[src/design/ooo_pkg.sv]
`default_nettype none

package ooo_pkg;
	localparam int ROB_WIDTH = 4; // tag is a reorder buffer index

	typedef struct packed {
		logic valid; // data present, otherwise waiting on tag
		logic [ROB_WIDTH-1:0] tag;
		logic [31:0] data;
	} opd_t;

	typedef struct packed {
		logic valid;
		logic [ROB_WIDTH-1:0] tag;
		logic [31:0] data;
	} cdb_t;

	typedef enum logic [1:0] {
		op_itof = 2'd0,
		op_add = 2'd1,
		op_sub = 2'd2
	} opcode_t;

	// capture a broadcast into a waiting operand
	function automatic opd_t wake(opd_t o, cdb_t c);
		opd_t r;
		r = o;
		if (!o.valid && c.valid && c.tag == o.tag) begin
			r.valid = 1'b1;
			r.data = c.data;
		end
		return r;
	endfunction
endpackage

`default_nettype wire

[src/design/issue_if.sv]
`default_nettype none

interface issue_if;
	logic valid;
	logic ready;
	ooo_pkg::opcode_t op;
	logic [ooo_pkg::ROB_WIDTH-1:0] tag; // destination
	ooo_pkg::opd_t a;
	ooo_pkg::opd_t b;

	modport source (
		output valid, op, tag, a, b,
		input ready
	);

	modport sink (
		input valid, op, tag, a, b,
		output ready
	);
endinterface

`default_nettype wire

[src/design/cdb_req_if.sv]
`default_nettype none

interface cdb_req_if;
	logic valid;
	logic ready; // grant from the arbiter
	logic [ooo_pkg::ROB_WIDTH-1:0] tag;
	logic [31:0] data;

	modport source (output valid, tag, data, input ready);
	modport arbiter (input valid, tag, data, output ready);
endinterface

`default_nettype wire

[src/design/itof_convert.sv]
`default_nettype none

module itof_convert (
	input logic [31:0] value,
	output logic [31:0] result
);
	logic sign;
	logic [31:0] mag;
	logic [4:0] lead;
	logic [31:0] norm;
	logic [22:0] mant;
	logic guard;
	logic sticky;
	logic round_up;
	logic [23:0] rounded;
	logic [7:0] expo;

	assign sign = value[31];
	assign mag = sign ? -value : value; // -2^31 stays 0x80000000

	// position of the leading one
	always_comb begin
		lead = '0;
		for (int i = 0; i < 32; i++) begin
			if (mag[i]) begin
				lead = 5'(i);
			end
		end
	end

	assign norm = mag << (5'd31 - lead); // leading one at bit 31
	assign mant = norm[30:8];
	assign guard = norm[7];
	assign sticky = |norm[6:0];
	assign round_up = guard && (sticky || mant[0]); // nearest, ties to even

	// carry out of the mantissa bumps the exponent, fraction wraps to 0
	assign rounded = {1'b0, mant} + 24'(round_up);
	assign expo = 8'd127 + 8'(lead) + 8'(rounded[23]);

	always_comb begin
		if (mag == '0) begin
			result = 32'h0000_0000; // +0.0
		end else begin
			result = {sign, expo, rounded[22:0]};
		end
	end
endmodule

`default_nettype wire

[src/design/itof_station.sv]
`default_nettype none

module itof_station #(
	parameter int N_ENTRY = 2
) (
	input logic clk,
	input logic reset,
	issue_if.sink issue,
	input ooo_pkg::cdb_t cdb,
	cdb_req_if.source req
);
	localparam int IW = $clog2(N_ENTRY);

	typedef struct packed {
		logic valid;
		logic [ooo_pkg::ROB_WIDTH-1:0] tag;
		ooo_pkg::opd_t a;
	} entry_t;

	entry_t e [N_ENTRY]; // packed from 0, oldest first
	entry_t e_upd [N_ENTRY+1]; // top slot is always empty
	entry_t e_shift [N_ENTRY];
	entry_t e_next [N_ENTRY];
	entry_t e_new;
	logic [N_ENTRY-1:0] rdy;
	logic [IW-1:0] d;
	logic dispatch;
	logic accept;
	logic [31:0] result;

	assign e_new.valid = 1'b1;
	assign e_new.tag = issue.tag;
	assign e_new.a = ooo_pkg::wake(issue.a, cdb); // same-cycle wakeup

	always_comb begin
		for (int i = 0; i < N_ENTRY; i++) begin
			e_upd[i] = e[i];
			e_upd[i].a = ooo_pkg::wake(e[i].a, cdb);
			rdy[i] = e[i].valid && e[i].a.valid;
		end
		e_upd[N_ENTRY] = '0;
	end

	// oldest ready entry
	always_comb begin
		d = '0;
		for (int i = N_ENTRY - 1; i >= 0; i--) begin
			if (rdy[i]) begin
				d = IW'(i);
			end
		end
	end

	assign req.valid = |rdy;
	assign req.tag = e[d].tag;
	assign req.data = result;
	assign dispatch = req.valid && req.ready;
	assign issue.ready = dispatch || !e[N_ENTRY-1].valid;
	assign accept = issue.valid && issue.ready;

	always_comb begin
		logic prev_valid;
		prev_valid = 1'b1;
		for (int i = 0; i < N_ENTRY; i++) begin
			e_shift[i] = (dispatch && i >= int'(d)) ? e_upd[i+1] : e_upd[i];
		end
		for (int i = 0; i < N_ENTRY; i++) begin
			e_next[i] = e_shift[i];
			if (accept && prev_valid && !e_shift[i].valid) begin
				e_next[i] = e_new; // first free slot
			end
			prev_valid = e_shift[i].valid;
		end
	end

	always_ff @(posedge clk) begin
		if (reset) begin
			for (int i = 0; i < N_ENTRY; i++) begin
				e[i].valid <= 1'b0;
			end
		end else begin
			e <= e_next;
		end
	end

	itof_convert u_convert (
		.value(e[d].a.data),
		.result(result)
	);
endmodule

`default_nettype wire

[src/design/alu_station.sv]
`default_nettype none

module alu_station #(
	parameter int N_ENTRY = 2
) (
	input logic clk,
	input logic reset,
	issue_if.sink issue,
	input ooo_pkg::cdb_t cdb,
	cdb_req_if.source req
);
	localparam int IW = $clog2(N_ENTRY);

	typedef struct packed {
		logic valid;
		ooo_pkg::opcode_t op;
		logic [ooo_pkg::ROB_WIDTH-1:0] tag;
		ooo_pkg::opd_t a;
		ooo_pkg::opd_t b;
	} entry_t;

	entry_t e [N_ENTRY];
	entry_t e_upd [N_ENTRY+1];
	entry_t e_shift [N_ENTRY];
	entry_t e_next [N_ENTRY];
	entry_t e_new;
	logic [N_ENTRY-1:0] rdy;
	logic [IW-1:0] d;
	logic dispatch;
	logic accept;

	assign e_new.valid = 1'b1;
	assign e_new.op = issue.op;
	assign e_new.tag = issue.tag;
	assign e_new.a = ooo_pkg::wake(issue.a, cdb);
	assign e_new.b = ooo_pkg::wake(issue.b, cdb);

	always_comb begin
		for (int i = 0; i < N_ENTRY; i++) begin
			e_upd[i] = e[i];
			e_upd[i].a = ooo_pkg::wake(e[i].a, cdb);
			e_upd[i].b = ooo_pkg::wake(e[i].b, cdb);
			rdy[i] = e[i].valid && e[i].a.valid && e[i].b.valid; // both operands in
		end
		e_upd[N_ENTRY] = '0;
	end

	always_comb begin
		d = '0;
		for (int i = N_ENTRY - 1; i >= 0; i--) begin
			if (rdy[i]) begin
				d = IW'(i);
			end
		end
	end

	assign req.valid = |rdy;
	assign req.tag = e[d].tag;
	assign req.data = (e[d].op == ooo_pkg::op_sub) ? e[d].a.data - e[d].b.data
		: e[d].a.data + e[d].b.data; // wraps
	assign dispatch = req.valid && req.ready;
	assign issue.ready = dispatch || !e[N_ENTRY-1].valid;
	assign accept = issue.valid && issue.ready;

	// close the gap left by the dispatched entry, then append
	always_comb begin
		logic prev_valid;
		prev_valid = 1'b1;
		for (int i = 0; i < N_ENTRY; i++) begin
			e_shift[i] = (dispatch && i >= int'(d)) ? e_upd[i+1] : e_upd[i];
		end
		for (int i = 0; i < N_ENTRY; i++) begin
			e_next[i] = e_shift[i];
			if (accept && prev_valid && !e_shift[i].valid) begin
				e_next[i] = e_new;
			end
			prev_valid = e_shift[i].valid;
		end
	end

	always_ff @(posedge clk) begin
		if (reset) begin
			for (int i = 0; i < N_ENTRY; i++) begin
				e[i].valid <= 1'b0;
			end
		end else begin
			e <= e_next;
		end
	end
endmodule

`default_nettype wire

[src/design/cdb_arbiter.sv]
`default_nettype none

module cdb_arbiter (
	input logic clk,
	input logic reset,
	cdb_req_if.arbiter itof_req,
	cdb_req_if.arbiter alu_req,
	input logic cdb_ready,
	output ooo_pkg::cdb_t cdb
);
	logic out_valid;
	logic [ooo_pkg::ROB_WIDTH-1:0] out_tag;
	logic [31:0] out_data;
	logic prio; // 0 favors itof, 1 favors alu
	logic can_accept;
	logic grant_itof;
	logic grant_alu;

	assign can_accept = !out_valid || cdb_ready; // empty or draining now

	assign grant_itof = can_accept && itof_req.valid && (!alu_req.valid || !prio);
	assign grant_alu = can_accept && alu_req.valid && (!itof_req.valid || prio);
	assign itof_req.ready = grant_itof;
	assign alu_req.ready = grant_alu;

	always_ff @(posedge clk) begin
		if (reset) begin
			out_valid <= 1'b0;
			prio <= 1'b0;
		end else if (grant_itof || grant_alu) begin
			out_valid <= 1'b1;
			prio <= ~prio;
		end else if (cdb_ready) begin
			out_valid <= 1'b0;
		end
	end

	// payload holds while stalled
	always_ff @(posedge clk) begin
		if (grant_itof) begin
			out_tag <= itof_req.tag;
			out_data <= itof_req.data;
		end else if (grant_alu) begin
			out_tag <= alu_req.tag;
			out_data <= alu_req.data;
		end
	end

	assign cdb.valid = out_valid;
	assign cdb.tag = out_tag;
	assign cdb.data = out_data;
endmodule

`default_nettype wire

[src/design/exec_cluster.sv]
`default_nettype none

module exec_cluster #(
	parameter int N_ENTRY = 2
) (
	input logic clk,
	input logic reset,
	input logic issue_valid,
	input ooo_pkg::opcode_t issue_op,
	input logic [ooo_pkg::ROB_WIDTH-1:0] issue_tag,
	input ooo_pkg::opd_t issue_a,
	input ooo_pkg::opd_t issue_b,
	output logic issue_ready,
	input logic cdb_ready,
	output logic cdb_valid,
	output logic [ooo_pkg::ROB_WIDTH-1:0] cdb_tag,
	output logic [31:0] cdb_data
);
	issue_if itof_issue ();
	issue_if alu_issue ();
	cdb_req_if itof_req ();
	cdb_req_if alu_req ();
	ooo_pkg::cdb_t cdb;
	ooo_pkg::cdb_t cdb_snoop;
	logic is_itof;

	assign is_itof = (issue_op == ooo_pkg::op_itof);

	assign itof_issue.valid = issue_valid && is_itof;
	assign itof_issue.op = issue_op;
	assign itof_issue.tag = issue_tag;
	assign itof_issue.a = issue_a;
	assign itof_issue.b = issue_b;

	assign alu_issue.valid = issue_valid && !is_itof;
	assign alu_issue.op = issue_op;
	assign alu_issue.tag = issue_tag;
	assign alu_issue.a = issue_a;
	assign alu_issue.b = issue_b;

	assign issue_ready = is_itof ? itof_issue.ready : alu_issue.ready;

	// stations only see broadcasts the reorder buffer takes
	assign cdb_snoop.valid = cdb.valid && cdb_ready;
	assign cdb_snoop.tag = cdb.tag;
	assign cdb_snoop.data = cdb.data;

	itof_station #(.N_ENTRY(N_ENTRY)) u_itof (
		.clk(clk), .reset(reset), .issue(itof_issue), .cdb(cdb_snoop), .req(itof_req)
	);

	alu_station #(.N_ENTRY(N_ENTRY)) u_alu (
		.clk(clk), .reset(reset), .issue(alu_issue), .cdb(cdb_snoop), .req(alu_req)
	);

	cdb_arbiter u_arb (
		.clk(clk), .reset(reset), .itof_req(itof_req), .alu_req(alu_req),
		.cdb_ready(cdb_ready), .cdb(cdb)
	);

	assign cdb_valid = cdb.valid;
	assign cdb_tag = cdb.tag;
	assign cdb_data = cdb.data;
endmodule

`default_nettype wire

[config.mk]
export PLATFORM = sky130hd
export DESIGN_NAME = exec_cluster
export DESIGN_NICKNAME = d
export VERILOG_FILES = /design/src/design/ooo_pkg.sv /design/src/design/issue_if.sv /design/src/design/cdb_req_if.sv /design/src/design/itof_convert.sv /design/src/design/itof_station.sv /design/src/design/alu_station.sv /design/src/design/cdb_arbiter.sv /design/src/design/exec_cluster.sv
export SDC_FILE = /design/constraint.sdc
export NUM_CORES = 1
export LEC_CHECK = 0
export BUFFER_PORTS_ARGS = -buffer_cell sky130_fd_sc_hd__buf_2
export CAP_MARGIN = 20
export CORE_MARGIN = 8
export CORE_UTILIZATION = 56
export CTS_CLUSTER_SIZE = 16
export DETAILED_ROUTE_END_ITERATION = 10
export PLACE_DENSITY = 0.75
export SLEW_MARGIN = 20
export SYNTH_ARGS = -nofsm -noshare
export SYNTH_HDL_FRONTEND = slang
export SYNTH_HIERARCHICAL = 1
export SYNTH_SLANG_ARGS = --single-unit
[constraint.sdc]
create_clock -name clk -period 10.4 [get_ports clk]
set_input_delay 0 -clock clk [delete_from_list [all_inputs] [get_ports clk]]
set_output_delay 0 -clock clk [all_outputs]
set_load 0.05 [all_outputs]
==> results_dict.tcl <==
set metrics [dict create \
    tritoncts.num_buffers 36 \
    max_cap_viol_count 0 \
    holdCritStartpoint "issue_valid" \
    post-route-min-period_ps 8793 \
    seqPwrFrac_pct 40.9 \
    width_of_the_chip_um 224.3 \
    vias_per_cell 6.925 \
    max-clock-path-buffers 3 \
    synth-seq-area-share_pct 34.84 \
    grt_util_met3_pct 7.216 \
    timing.final.hold_violations 0 \
    cts_tree "yes" \
    groute.layer.met2.usage_pct 55.79 \
    result_of_the_run "complete, no violations" \
    gp_routability_congestion 1.049 \
    detailedRoute.firstIterationViolations 3380 \
    drt_pass1_iterations 6 \
    cell_internal_power_dissipation_mw 2.467 \
    ctsHtreeMaxLevel 2 \
    ir_drop_v 0.0001175 \
    cp_max_fo 22 \
    max_stage_delay_ps 730 \
    post-synth-top-area-fraction_pct 34.35 \
    ctsRootBufferMaster "sky130_fd_sc_hd__clkbuf_16" \
    clk_latency_ps 560 \
    synth_top_flop_cell "sky130_fd_sc_hd__edfxtp_1" \
    setup-tns-final_ps 0 \
    setup_viol_count_final 0 \
    post_synthesis_cells 2673 \
    maximum_number_of_pins_on_one_net_before_global_route_repair 93 \
    mappedNetlistNets 2794 \
    yosys-top-cells-count "sky130_fd_sc_hd__nand2_1, sky130_fd_sc_hd__edfxtp_1, sky130_fd_sc_hd__mux2i_1, sky130_fd_sc_hd__o21ai_0, sky130_fd_sc_hd__a21oi_1" \
    worst_case_headroom_to_the_max_slew_limit_pct 23.36 \
    post_synth_num_cell_types 111 \
    floorplan.rows 76 \
    yosys.area.top_type "sky130_fd_sc_hd__edfxtp_1" \
    layout.filler_cells 3610 \
    final_wirelength_um 92590 \
    yosysMostFrequentCell "sky130_fd_sc_hd__nand2_1" \
    routedWlPerCell_um 27.33 \
    global_route_wire_length_before_repair_um 138400 \
    crit_start_category "flip-flop" \
    grt_util_met1_pct 46.30 \
    worst-setup-path-type "reg2reg" \
    asyncSetResetFlopFracSynth_pct 0 \
    i_o_pins 122 \
    synth.ff_latch_count 284 \
    gr-usage-all-layers_pct 35.40 \
    floorplan.die_area_um2 50320 \
    num_vias 23460 \
    cts_resized 0 \
    cts.reportedPaths.clkPinSlew_ps 60 \
    drtAntennaViolNets 0 \
    switching_power_mw 1.203 \
    dp_worst_setup_slack_ps 1803 \
    postSynthAreaPerCell_um2 9.093 \
    fin_ws_ps 1607 \
    numClockSinks 284 \
    initial_antenna_violation_count 9 \
    cp_common_cell "sky130_fd_sc_hd__buf_4" \
    crit_arrival_ps 9100 \
    postCtsSetupRepairBufs 0 \
    maxClockFrequency_mhz 113.7 \
    core-area_um2 42980 \
    global_route.peak_usage_layer "met2" \
    drive_gt1_share_pct 16.14 \
    rsz0062_at_grt "no" \
    route.detailed.drc 0 \
    critical_path.slowest_cell "sky130_fd_sc_hd__a21boi_1" \
    min_period_over_period_pct 84.55 \
    timing.rr.start "u_itof/e[41]" \
    comb_power_share_pct 25.6 \
    dp_hpwl_um 65220 \
    clock_power_share_pct 33.4 \
    ys_top_cells_by_area "sky130_fd_sc_hd__edfxtp_1, sky130_fd_sc_hd__mux2i_1, sky130_fd_sc_hd__mux2_2" \
    synth.yosys.warnings 6 \
    buffer_ports.inserted 121 \
    final_max_slew_viol_count 0 \
    globalRoute.totalOverflow 0 \
    finalClockSkew_ps 34.84 \
    power.share.switching_pct 32.79 \
    cp-startpoint "u_itof/e[41]" \
    synth-edff-count 278 \
    worst-slew-pin-transition_ps 1150 \
    grt_pass1_vias 22270 \
    power.density_nw_per_um2 134.4 \
    area_growth_pct 12.37 \
    die_height_um 224.3 \
    final_nets 2896 \
    min-delay-path-class "in2reg" \
    initial_core_util_pct 56.55 \
    timing.critical_path.required_ps 10710 \
    endpoint_kind "flip-flop" \
    static-leakage-power_nw 10.69 \
    syn_area_um2 24300 \
]
## power by group through the flow
stage | clock, mW | sequential (mW) | combinational [mW]
floorplan | 0 | 1.50 | 0.596
global placement | 0 | 1.51 | 0.860
detailed placement | 0 | 1.52 | 0.879
CTS | 1.23 | 1.49 | 0.912
global route | 1.27 | 1.51 | 1.00
finish | 1.23 | 1.50 | 0.940
## what timing repair did
action,in CTS,in global routing
endpoints found under the setup margin,0,0
hold buffers,83,0
endpoints found under the hold margin,206,0
## layer usage
metal,vias to the layer above,part of all wire (%)
met4,10,5.2
met3,275,11
met1,11320,39
li1,10310,-
met5,-,0.075
met2,1547,45
## kinds of logic after synthesis
logic type      count (synthesis)  synth area share (%)
simple gates                  859                 17.84
compound gates                760                 21.18
mux                           319                 14.36
flops                         284                 34.84
buf+inv                       280                 4.983
xor+xnor                      134                 4.860
fa+ha+maj                      37                 1.936
## layout make-up
cell class | count | area, um2 | area share, %
multi-input cells | 2109 | 14770 | 54.09
flip-flops and latches | 284 | 8468 | 31.01
repair buffers | 258 | 1874 | 6.863
clock buffers | 46 | 991.0 | 3.628
well taps | 585 | 732.0 | 2.680
inverters | 86 | 322.8 | 1.182
clock inverters | 18 | 145.1 | 0.5314
diodes | 2 | 5.005 | 0.01833
## layout by cell type (no fill, tap or decap), types with 11 or more instances in the layout
master	count
sky130_fd_sc_hd__o221ai_1	35
sky130_fd_sc_hd__o211ai_1	24
sky130_fd_sc_hd__ha_1	36
sky130_fd_sc_hd__nor2b_1	81
sky130_fd_sc_hd__nor3_1	51
sky130_fd_sc_hd__xor2_1	60
sky130_fd_sc_hd__nor2_1	125
sky130_fd_sc_hd__o31ai_1	19
sky130_fd_sc_hd__and3_1	18
sky130_fd_sc_hd__clkbuf_16	38
sky130_fd_sc_hd__inv_1	84
sky130_fd_sc_hd__o21ai_2	12
sky130_fd_sc_hd__mux2_2	110
sky130_fd_sc_hd__dlygate4sd3_1	83
sky130_fd_sc_hd__o22ai_1	52
sky130_fd_sc_hd__mux2i_1	176
sky130_fd_sc_hd__xnor2_1	73
sky130_fd_sc_hd__nor4_1	25
sky130_fd_sc_hd__or3_1	11
sky130_fd_sc_hd__a21oi_1	149
sky130_fd_sc_hd__buf_4	52
sky130_fd_sc_hd__nand4_1	18
sky130_fd_sc_hd__nand2_1	286
sky130_fd_sc_hd__o21ai_0	171
sky130_fd_sc_hd__edfxtp_1	278
sky130_fd_sc_hd__a31oi_1	20
sky130_fd_sc_hd__or4_1	15
sky130_fd_sc_hd__a211o_1	11
sky130_fd_sc_hd__buf_2	121
sky130_fd_sc_hd__nand2b_1	15
sky130_fd_sc_hd__and2_1	34
sky130_fd_sc_hd__nand3_1	113
sky130_fd_sc_hd__a211oi_1	93
sky130_fd_sc_hd__mux2_4	30
sky130_fd_sc_hd__a22oi_1	21
## per-stage QoR
stage | utilization (%) | instance area, um2 | power (mW) | hold slack, ps | instances
after global routing | 63.54 | 27310 | 3.777 | 56.63 | 3388
after detailed placement | 58.81 | 25280 | 2.396 | 305.8 | 3237
after CTS | 63.39 | 27240 | 3.639 | 3.466 | 3384
after global placement | 58.81 | 25280 | 2.372 | 310.9 | 3237
final | 63.54 | 27310 | 3.670 | 26.95 | 3388
after floorplan | - | 24300 | 2.095 | 69.07 | 2673
## worst paths after layout
path / endpoint / slack, ps / depth (start not counted)
setup / recovery: u_arb/out_data[27] / 1610 / 25
hold / removal: u_alu/e[161] / 30 / 4
setup reg to reg: u_arb/out_data[27] / 1610 / 25
hold reg to reg: u_arb/prio / 550 / 2
## state kept, by name, summed over array words and instances (netlist names)
register and count:
u_arb/out_data 32, u_arb/out_tag 4, u_arb/prio 1, u_alu/e 162
u_arb/out_valid 1, u_itof/e 84
## worst max-delay path: cells and delay by family (launching register included)
kind	cells	cell delay, ps
and+or+nand+nor	12	3600
AOI/OAI and AO/OA	7	2680
buffers and inverters	3	770
muxes	2	750
DFF	1	520
adders and majority gates	1	240
Note: power is estimated with default switching activity, not from simulation.
